`src/logic/mem_pkg.sv`:
```
//------------------------------------------------
// main memory bus types for the cache refill port
//------------------------------------------------

package mem_pkg;

  localparam int WORD_W = 32;

  // byte address minus the two byte select bits
  localparam int WORD_ADDR_W = 22;

  // instruction or memory data word
  typedef logic [WORD_W-1:0] word_t;

  // word address on the memory bus
  typedef logic [WORD_ADDR_W-1:0] word_addr_t;

endpackage

```
`src/logic/icache_pkg.sv`:
```
//------------------------------------------------
// instruction cache geometry and controller states
// imported by every cache module that needs them
//------------------------------------------------

package icache_pkg;

  // byte address space of the processor
  localparam int ADDR_W = 24;

  // default geometry is 512 lines of 8 words
  localparam int INDEX_W_DEF = 9;
  localparam int OFFSET_W_DEF = 3;

  // controller states
  // st_sweep   invalidate one line per cycle after reset
  // st_run     lookup stage active, hits stream out
  // st_refill  line burst from main memory
  // st_reread  read the buffered request again after refill
  typedef enum logic [1:0] {
    st_sweep,
    st_run,
    st_refill,
    st_reread
  } ctrl_state_t;

endpackage
```
`src/logic/icache_ctrl.sv`:
```
//------------------------------------------------
// icache controller with the invalidate sweep, the lookup
// stage, the line refill and the re-read after refill
//------------------------------------------------

module icache_ctrl #(
  parameter int INDEX_W = icache_pkg::INDEX_W_DEF,
  parameter int OFFSET_W = icache_pkg::OFFSET_W_DEF,
  localparam int TAG_W = icache_pkg::ADDR_W - INDEX_W - OFFSET_W - 2
) (
  input  logic                         clk,
  input  logic                         rst,
  // fetch request stream
  input  logic                         req_valid,
  input  logic [icache_pkg::ADDR_W-1:0] req_addr,
  output logic                         req_ready,
  // instruction response stream
  input  logic                         rsp_ready,
  output logic                         rsp_valid,
  // from tag store
  input  logic                         hit,
  // refill bus
  output logic                         mem_stb,
  output mem_pkg::word_addr_t          mem_addr,
  input  logic                         mem_ack,
  // store read port
  output logic                         rd_en,
  output logic [INDEX_W-1:0]           rd_index,
  output logic [OFFSET_W-1:0]          rd_word,
  // store write port
  output logic                         wr_en,
  output logic                         wr_clear,
  output logic [INDEX_W-1:0]           wr_index,
  output logic [OFFSET_W-1:0]          wr_word,
  output logic [TAG_W-1:0]             wr_tag
);
  import icache_pkg::*;

  typedef logic [TAG_W-1:0] tag_t;
  typedef logic [INDEX_W-1:0] index_t;
  typedef logic [OFFSET_W-1:0] offset_t;

  ctrl_state_t state;
  index_t      sweep_cnt;

  // lookup stage
  logic    lk_valid;
  tag_t    lk_tag;
  index_t  lk_index;
  offset_t lk_word;

  // refill bookkeeping
  offset_t fill_cnt;
  logic    ack_d;

  tag_t    req_tag;
  index_t  req_index;
  offset_t req_word;

  logic sweeping;
  logic running;
  logic refilling;
  logic rereading;
  logic miss;
  logic fill_last;

  // byte select bits of req_addr are dropped
  assign req_word  = req_addr[OFFSET_W+1:2];
  assign req_index = req_addr[INDEX_W+OFFSET_W+1:OFFSET_W+2];
  assign req_tag   = req_addr[ADDR_W-1:INDEX_W+OFFSET_W+2];

  assign sweeping  = (state == st_sweep);
  assign running   = (state == st_run);
  assign refilling = (state == st_refill);
  assign rereading = (state == st_reread);

  assign miss      = lk_valid & ~hit;
  assign fill_last = mem_ack & (fill_cnt == '1);

  //------------------------------------------------
  // stream handshakes
  //------------------------------------------------

  // new request only when the held one can leave this cycle
  assign req_ready = rsp_ready & running & (~lk_valid | hit);
  assign rsp_valid = running & lk_valid & hit;

  //------------------------------------------------
  // state machine and sweep
  //------------------------------------------------

  always_ff @(posedge clk) begin
    if (rst) begin
      state     <= st_sweep;
      sweep_cnt <= '0;
    end else begin
      case (state)
        st_sweep: begin
          sweep_cnt <= sweep_cnt + 1'b1;
          if (sweep_cnt == '1) begin
            state <= st_run;
          end
        end
        st_run: begin
          if (miss) begin
            state <= st_refill;
          end
        end
        st_refill: begin
          if (fill_last) begin
            state <= st_reread;
          end
        end
        default: begin
          state <= st_run;
        end
      endcase
    end
  end

  always_ff @(posedge clk) begin
    if (rst) begin
      lk_valid <= 1'b0;
    end else if (req_ready) begin
      lk_valid <= req_valid;
    end
  end

  always_ff @(posedge clk) begin
    if (req_ready) begin
      lk_tag   <= req_tag;
      lk_index <= req_index;
      lk_word  <= req_word;
    end
  end

  //------------------------------------------------
  // refill
  //------------------------------------------------

  // words arrive in order, so the counter restarts between bursts
  always_ff @(posedge clk) begin
    if (rst || !mem_ack) begin
      fill_cnt <= '0;
    end else begin
      fill_cnt <= fill_cnt + 1'b1;
    end
  end

  always_ff @(posedge clk) begin
    if (rst) begin
      ack_d <= 1'b0;
    end else begin
      ack_d <= mem_ack;
    end
  end

  // strobe holds until the first ack has been seen
  assign mem_stb  = (running | refilling) & miss & ~ack_d;
  assign mem_addr = {lk_tag, lk_index, offset_t'(0)};

  //------------------------------------------------
  // store addressing
  //------------------------------------------------

  assign rd_en    = req_ready | rereading;
  assign rd_index = rereading ? lk_index : req_index;
  assign rd_word  = rereading ? lk_word : req_word;

  assign wr_en    = sweeping | mem_ack;
  assign wr_clear = sweeping;
  assign wr_index = sweeping ? sweep_cnt : lk_index;
  assign wr_word  = fill_cnt;
  assign wr_tag   = lk_tag;

endmodule

```
`config.mk`:
```
export PLATFORM = sky130hd
export DESIGN_NAME = icache_ctrl
export DESIGN_NICKNAME = d
export VERILOG_FILES = /design/src/logic/mem_pkg.sv /design/src/logic/icache_pkg.sv /design/src/logic/icache_ctrl.sv
export SDC_FILE = /design/constraint.sdc
export NUM_CORES = 1
export LEC_CHECK = 0
export BUFFER_PORTS_ARGS = -buffer_cell sky130_fd_sc_hd__buf_2
export CELL_PAD_IN_SITES_DETAIL_PLACEMENT = 2
export CELL_PAD_IN_SITES_GLOBAL_PLACEMENT = 2
export CORE_ASPECT_RATIO = 0.8
export CORE_MARGIN = 4
export CORE_UTILIZATION = 27
export CTS_CLUSTER_DIAMETER = 30
export DETAILED_ROUTE_END_ITERATION = 16
export GPL_ROUTABILITY_DRIVEN = 1
export PLACE_DENSITY_LB_ADDON = 0.05
export REMOVE_ABC_BUFFERS = 1
export SYNTH_ARGS = -nofsm -noshare
export SYNTH_HDL_FRONTEND = slang
export SYNTH_SLANG_ARGS = --single-unit
export TNS_END_PERCENT = 1
```
`constraint.sdc`:
```
create_clock -name clk -period 2.1 [get_ports clk]
set_clock_uncertainty 0.1 [all_clocks]
set_input_delay 0.105 -clock clk [delete_from_list [all_inputs] [get_ports clk]]
set_output_delay 0.105 -clock clk [all_outputs]
set_load 0.01 [all_outputs]
```
==> results.md, run 1 <==
| Quantity | Value |
| --- | --- |
| Leakage power | 1.20 nW |
| Die Area | 8020 um2 |
| Area of the multi-input gates | 702 um2 |
| Worst path arrival time | 2.12 ns |
| Register area | 981 um2 |
| Horizontal die dimension | 99.1 um |
| Critical Path End Type | flop |
| Number of placement rows | 26 |
| Layout area overhead | 47.8% |
| Die extent in y | 80.9 um |
| Master of the slowest instance on the critical path | sky130_fd_sc_hd__a222oi_1 |
| Initial antenna violation count | 0 |
| Total setup violations reported at the end of the flow | 0 |
| Max IR drop VDD | 0.294 mV |
| Post-detailed-route count of antenna-violating nets | 0 |
| IO buf count | 86 |
| Clock Root Buffer | sky130_fd_sc_hd__clkbuf_8 |
| Filler cell count | 692 |
| Total power divided by cell area | 831 nW/um2 |
| Clk_lat worst skew | 0.28 ns |
| Clock sink count | 38 |
| Utilization of the core after routing | 0.414 |
| Synth Area in Simple Gates | 0.107 |
| DRC violations left | 0 |
| HPWL after detailed placement | 3990 um |
| Compound-cell area share of the yosys netlist | 0.0314 |
| Total number of vias | 1,456 |
| Multiplexer share of the synthesized area | 0.155 |
| Share of cells above drive strength 1 | 0.534 |
| Net Switching | 646 uW |
| Setup repair after global routing missed its margin | true |
| Kind of start point of the critical path | flop |
| Share of power burned in the clock network | 0.276 |
| Internal Dissipation | 1.56 mW |
| Worst-path clk slew | 0.08 ns |
| Global Route Usage Sum | 0.136 |
| Mean Syn Cell Area | 12.7 um2 |
| Number of inserted diodes | 0 |
| Post-synthesis sequential element count | 38 |
| Net count of the finished layout | 291 |
| Yosys cell types | 32 |
| Number of I/O pins | 92 |
| Final weighted congestion in routability-driven placement | 0.726 |
| CTS tree | yes |
| Maximum fanout along the worst path | 5 |
| Tmin final | 2.05 ns |
| Initial detailed-routing violation count | 12 |
| Largest net degree at the start of global routing | 16 |
| Dominant combinational cell family by area after synthesis | multiplexers |
| Cell depth of the worst min-delay path | 3 |
| Worst r2r path cells | 6 |
| Starting density of the core | 0.280 |
| Power consumption | 2.20 mW |
| Number of buffers created by CTS | 5 |
| Required time of the worst setup path | 2.18 ns |
| Number of global-route vias before repair | 1,621 |
| Routed WL | 5380 um |
| Global-route wire length before repair | 8500 um |
| Number of buffers between clock root and the deepest sink | 2 |
| Final number of max-transition violations | 0 |
| Parity-gate share of the synthesized area counting xor and xnor cells | 0.0195 |
| Core region area | 6410 um2 |
| Cell count after synthesis | 141 |
| Hold Vio Cnt, Final | 0 |
| Number of max-cap violations | 0 |
| Hold crit path type | in2reg |
| Count of synthesis-stage warnings from yosys | 0 |
| Synth Cell Area | 1790 um2 |
| Critical path start-end classification | reg2reg |
| Cell chain of the critical path | nand4_2 > nor2_1 > ha_1 > inv_1 > a222oi_1 > mux2_2 |
| Ratio of final minimum period to clock period | 0.975 |
| CP peak stage delay | 0.47 ns |
| Via density per instance | 4.32 |
| TritonRoute pass-1 iters | 4 |
| Sequential share of power | 0.414 |
| Max Fclk | 488 MHz |
| H-tree lvl count | 2 |
| Average wire per cell in the routed design | 15.9 um |
| Post-Synth Adder-Cell Area | 0.0628 |
| Post-synthesis sequential area ratio | 0.547 |
| Gate power share | 0.310 |
| Result of the run | completed |
| Post CTS Setup Buffer Count | 0 |
| GR Overflow Total | 0 |
| Switching part of the total power | 0.293 |
-- power groups by stage --
stage               clock (mW)  combinational, mW  sequential [mW]
finish                   0.608              0.683            0.913
detailed placement           0              0.637            0.932
global placement             0              0.611            0.924
CTS                      0.640              0.677            0.914
global route             0.670              0.755            0.925
floorplan                    0              0.297            0.964
-- metal layers --
| metal | GRT usage | vias up | routed length, um |
|---|---|---|---|
| met5 | 0 | - | 0 |
| met1 | 0.153 | 711 | 2080 |
| met4 | 0.0327 | 0 | 24 |
| met3 | 0.0386 | 2 | 309 |
| li1 | - | 707 | - |
| met2 | 0.257 | 36 | 2970 |
-- critical path: cells and delay by family (launching register included) --
kind	cells	cell delay [ns]
mux	1	0.39
fa+ha+maj	1	0.16
simple gates	2	0.36
buf+inv	1	0.04
flops	1	0.41
compound gates	1	0.47
-- layout make-up --
class / count / area share
clock buffer: 5 / 0.0260
inverter: 5 / 0.00708
clock inverter: 3 / 0.0151
timing repair buffer: 119 / 0.277
sequential: 38 / 0.370
multi-input combinational: 83 / 0.265
tap: 84 / 0.0396
-- synthesized netlist by cell type --
master                     number  area [um2]
sky130_fd_sc_hd__nor3b_1        1        7.51
sky130_fd_sc_hd__xor2_1         3        26.3
sky130_fd_sc_hd__nand2_1        2        7.51
sky130_fd_sc_hd__buf_4         13        97.6
sky130_fd_sc_hd__conb_1         1        3.75
sky130_fd_sc_hd__or4_1          1        7.51
sky130_fd_sc_hd__nand2b_4       1        13.8
sky130_fd_sc_hd__nand4_1        3        18.8
sky130_fd_sc_hd__and2_1         2        12.5
sky130_fd_sc_hd__a31o_2         1        8.76
sky130_fd_sc_hd__nand3_1        3        15.0
sky130_fd_sc_hd__nor2_1         9        33.8
sky130_fd_sc_hd__nor2b_1        2        12.5
sky130_fd_sc_hd__mux2_2        22         248
sky130_fd_sc_hd__or3_1          1        6.26
sky130_fd_sc_hd__a222oi_1       1        10.0
sky130_fd_sc_hd__nand2b_1       2        12.5
sky130_fd_sc_hd__buf_2          3        15.0
sky130_fd_sc_hd__or2_2          2        12.5
sky130_fd_sc_hd__mux2i_1        3        30.0
sky130_fd_sc_hd__dfxtp_1       16         320
sky130_fd_sc_hd__o21ai_0        2        10.0
sky130_fd_sc_hd__a21oi_1        4        20.0
sky130_fd_sc_hd__or3_2          1        7.51
sky130_fd_sc_hd__clkbuf_1       1        3.75
sky130_fd_sc_hd__nand4_2        1        12.5
sky130_fd_sc_hd__inv_1          5        18.8
sky130_fd_sc_hd__and3_1         2        12.5
sky130_fd_sc_hd__ha_1           9         113
sky130_fd_sc_hd__o31ai_1        1        7.51
sky130_fd_sc_hd__xnor2_1        1        8.76
sky130_fd_sc_hd__edfxtp_1      22         661
-- flip-flops by register name (all words and copies together), names as in the netlist --
name,count
wr_tag,10
wr_word,3
lk_word,3
lk_index,9
sweep_cnt,9
ack_d,1
state,2
lk_valid,1
-- final timing paths --
kind	startpoint	to	slack, ns
worst max-delay path	sweep_cnt[4]	state[0]	0.05
worst min-delay path	rsp_ready	lk_valid	0.02
worst max register to register	sweep_cnt[4]	state[0]	0.05
worst min register to register	wr_word[0]	wr_word[0]	0.37
-- stage by stage --
step / worst slack [ns] / hold slack, ns / cell area [um2] / instances / setup TNS (ns)
CTS: 0.0191 / 0.00377 / 2640 / 337 / 0
global route: -0.0525 / 0.0216 / 2650 / 337 / -0.0525
floorplan: 0.140 / 0.0741 / 1690 / 126 / 0
global placement: 0.152 / 0.184 / 2300 / 306 / 0
finish: 0.0515 / 0.0156 / 2650 / 337 / 0
detailed placement: 0.0387 / 0.184 / 2300 / 306 / 0
-- layout by cell type (no fill, tap or decap), drive strengths merged, types with 3 or more instances in the layout --
cell type    count
buf             96
dlygate4sd3     23
mux2            22
edfxtp          22
dfxtp           16
nor2             9
ha               9
inv              5
clkbuf           5
a21oi            4
nand4            4
nand3            3
mux2i            3
xor2             3
conb             3
nand2b           3
-- cells by family (layout without fill, tap and decap cells) --
logic type	Yosys count	count (layout)
compound gates	9	9
xor+xnor	4	4
fa+ha+maj	9	9
buf+inv	22	132
flops	38	38
mux	25	25
other cells	1	3
simple gates	33	33
-- what timing repair did --
item	in CTS	in global routing
hold endpoints to repair	23	0
pin swaps	0	1
setup endpoints to repair	7	8
gates resized for setup	1	3
hold buffers	23	0
cloned	0	0
Power figures use the tool's default switching activity.
==> run 2: changes to the inputs <==
--- a/config.mk
+++ b/config.mk
@@ -5,12 +5,13 @@
 export SDC_FILE = /design/constraint.sdc
 export NUM_CORES = 1
 export LEC_CHECK = 0
+export ABC_AREA = 1
 export BUFFER_PORTS_ARGS = -buffer_cell sky130_fd_sc_hd__buf_2
 export CELL_PAD_IN_SITES_DETAIL_PLACEMENT = 2
 export CELL_PAD_IN_SITES_GLOBAL_PLACEMENT = 2
 export CORE_ASPECT_RATIO = 0.8
 export CORE_MARGIN = 4
-export CORE_UTILIZATION = 27
+export CORE_UTILIZATION = 24
 export CTS_CLUSTER_DIAMETER = 30
 export DETAILED_ROUTE_END_ITERATION = 16
 export GPL_ROUTABILITY_DRIVEN = 1
==> results.md, run 2 <==
| Quantity | Value |
| --- | --- |
| Result of the run | completed |
| Number of inserted diodes | 0 |
| Master of the slowest instance on the critical path | sky130_fd_sc_hd__dfxtp_1 |
| Post-synthesis sequential element count | 38 |
| Total setup violations reported at the end of the flow | 0 |
| H-tree lvl count | 2 |
| Critical path start-end classification | reg2out |
| Total number of vias | 1,734 |
| Number of buffers created by CTS | 5 |
| HPWL after detailed placement | 4420 um |
| Register area | 981 um2 |
| Largest net degree at the start of global routing | 19 |
| Setup repair after global routing missed its margin | false |
| Number of buffers between clock root and the deepest sink | 2 |
| Mean Syn Cell Area | 8.56 um2 |
| GR Overflow Total | 0 |
| Ratio of final minimum period to clock period | 0.915 |
| Die Area | 9100 um2 |
| Net count of the finished layout | 357 |
| TritonRoute pass-1 iters | 3 |
| Setup TNS | 0 ns |
| Most used DFF post-synth | sky130_fd_sc_hd__edfxtp_1 |
| Number of global-route vias before repair | 1,978 |
| Final weighted congestion in routability-driven placement | 0.767 |
| DRC violations left | 0 |
| Number of max-cap violations | 0 |
| Fraction of synthesis flops using an asynchronous set or reset pin | 0 |
| Share of cells above drive strength 1 | 0.323 |
| Biggest area consumer among synthesized cells | sky130_fd_sc_hd__edfxtp_1 |
| Cell count after synthesis | 214 |
| CP peak stage delay | 0.41 ns |
| Hold Vio Cnt, Final | 0 |
| Filler cell count | 885 |
| Final number of max-transition violations | 0 |
| Hold crit path type | in2reg |
| Critical Path End Type | output pin |
| Max Fclk | 520 MHz |
| Initial antenna violation count | 0 |
| Setup slack at placement | 0.366 ns |
| Core region area | 7430 um2 |
| CTS tree | yes |
| Average wire per cell in the routed design | 13.9 um |
| Post-detailed-route count of antenna-violating nets | 0 |
| Total power divided by cell area | 915 nW/um2 |
| Post CTS Setup Buffer Count | 0 |
| Worst-path clk slew | 0.08 ns |
| Cell chain of the critical path | inv_1 > ha_1 > inv_2 > nor2_1 > nor2_1 > buf_2 |
| Post-route cell area | 2670 um2 |
| Most common cell after layout, fill and taps aside | sky130_fd_sc_hd__buf_2 |
| Tmin final | 1.92 ns |
| Global-route wire length before repair | 9620 um |
| Worst path arrival time | 1.72 ns |
| IO buf count | 86 |
| Share of Yosys cell area claimed by the top area cell type | 0.361 |
| Starting density of the core | 0.247 |
| Number of placement rows | 28 |
| Clk_lat worst skew | 0.29 ns |
| Clock sink count | 38 |
| Ranking of synthesized cells by area | sky130_fd_sc_hd__edfxtp_1, sky130_fd_sc_hd__dfxtp_1, sky130_fd_sc_hd__nand2_1, sky130_fd_sc_hd__buf_4, sky130_fd_sc_hd__ha_1 |
| Number of I/O pins | 92 |
| Global Route Usage Sum | 0.132 |
| Layout area overhead | 45.6% |
| Synth Cell Area | 1830 um2 |
| Commonest cells after routing, fill and taps aside | sky130_fd_sc_hd__buf_2, sky130_fd_sc_hd__nand2_1, sky130_fd_sc_hd__dlygate4sd3_1, sky130_fd_sc_hd__nor2_1, sky130_fd_sc_hd__edfxtp_1 |
| Number of enable-type register cells in the synthesized netlist | 22 |
| Cell with the most instances after synthesis | sky130_fd_sc_hd__nand2_1 |
| Leakage power | 1.28 nW |
| Placed Instance Area | 2300 um2 |
| Maximum fanout along the worst path | 15 |
| Required time of the worst setup path | 1.89 ns |
| Kind of start point of the critical path | flop |
| Count of synthesis-stage warnings from yosys | 0 |
| Clock Root Buffer | sky130_fd_sc_hd__clkbuf_8 |
| Via density per instance | 4.09 |
| Initial detailed-routing violation count | 21 |
| Final worst setup slack | 0.177 ns |
| Routed WL | 5880 um |
| Number of flip-flops under the largest register name | 10 |
| Max IR drop VDD | 0.299 mV |
| Yosys cell types | 18 |
| Most Frequent Cell on Critical Path | sky130_fd_sc_hd__nor2_1 |
| Post-synthesis sequential area ratio | 0.536 |
| Area of the multi-input gates | 651 um2 |
| Die extent in y | 86.1 um |
| Leading post-synthesis cells by instance count | sky130_fd_sc_hd__nand2_1, sky130_fd_sc_hd__nor2_1, sky130_fd_sc_hd__edfxtp_1, sky130_fd_sc_hd__inv_1, sky130_fd_sc_hd__dfxtp_1 |
| Power consumption | 2.44 mW |
| Horizontal die dimension | 106 um |
-- run 2: cell types whose count changed after synthesis, moves of 3 or more --
cell / delta
sky130_fd_sc_hd__nand2_1: +71
sky130_fd_sc_hd__mux2_2: -22
sky130_fd_sc_hd__nor2_1: +15
sky130_fd_sc_hd__inv_1: +13
sky130_fd_sc_hd__o21ai_0: +7
sky130_fd_sc_hd__nand3_1: +5
sky130_fd_sc_hd__mux2i_1: -3
sky130_fd_sc_hd__xor2_1: -3
-- run 2: metrics by stage --
stage | utilization | hold WS (ns) | std cells
after CTS | 0.359 | 0.0982 | 424
final | 0.359 | 0.104 | 424
after detailed placement | 0.310 | 0.185 | 391
after global routing | 0.359 | 0.195 | 424
after global placement | 0.310 | 0.182 | 391
after floorplan | - | 0.0741 | 197
-- run 2: worst max-delay path: cells and delay by family (launching register included) --
family | cells | cell delay [ns]
flip-flops | 1 | 0.41
buffers and inverters | 3 | 0.52
adder cells (fa/ha/maj) | 1 | 0.28
AND/OR/NAND/NOR | 2 | 0.22
-- run 2: metal layers --
metal,share of wire,vias to the layer above,track usage
li1,-,866,-
met2,0.52,51,0.251
met3,0.055,6,0.0391
met4,0.0090,0,0.0294
met5,0,-,0
met1,0.42,811,0.147
-- run 2: layout make-up --
cell class | instances | share of cell area
flip-flops and latches | 38 | 0.368
repair buffers | 114 | 0.268
multi-input cells | 139 | 0.244
well taps | 105 | 0.0492
inverters | 20 | 0.0281
clock buffers | 5 | 0.0258
clock inverters | 3 | 0.0169
-- run 2: what timing repair did --
| action | 4_1_cts | 5_1_grt |
|---|---|---|
| hold endpoints to repair | 25 | 0 |
| hold buffers | 25 | 0 |
| resized for setup | 0 | 0 |
-- run 2: power breakdown --
group | internal, mW | total [mW] | leakage (nW) | switching, mW
registers | 0.903 | 0.977 | 0.331 | 0.0740
clock network | 0.354 | 0.645 | 0.0504 | 0.291
logic | 0.313 | 0.820 | 0.904 | 0.507
total | 1.57 | 2.44 | 1.28 | 0.872
-- run 2: logic make-up (layout without fill, tap and decap cells) --
group,count (synthesis),in the layout,synth area share
buf+inv,39,142,0.113
simple gates,113,113,0.249
other cells,1,3,0.00205
fa+ha+maj,9,9,0.0615
compound gates,14,14,0.0382
flops,38,38,0.536
-- run 2: path summary, 6_finish.rpt --
check	startpoint	to	slack (ns)	depth (start not counted)
worst min-delay path	rsp_ready	lk_valid	0.10	4
worst max-delay path	state[0]	wr_index[0]	0.18	6
worst min register to register	wr_word[0]	wr_word[0]	0.37	1
worst max register to register	sweep_cnt[0]	state[1]	0.34	10
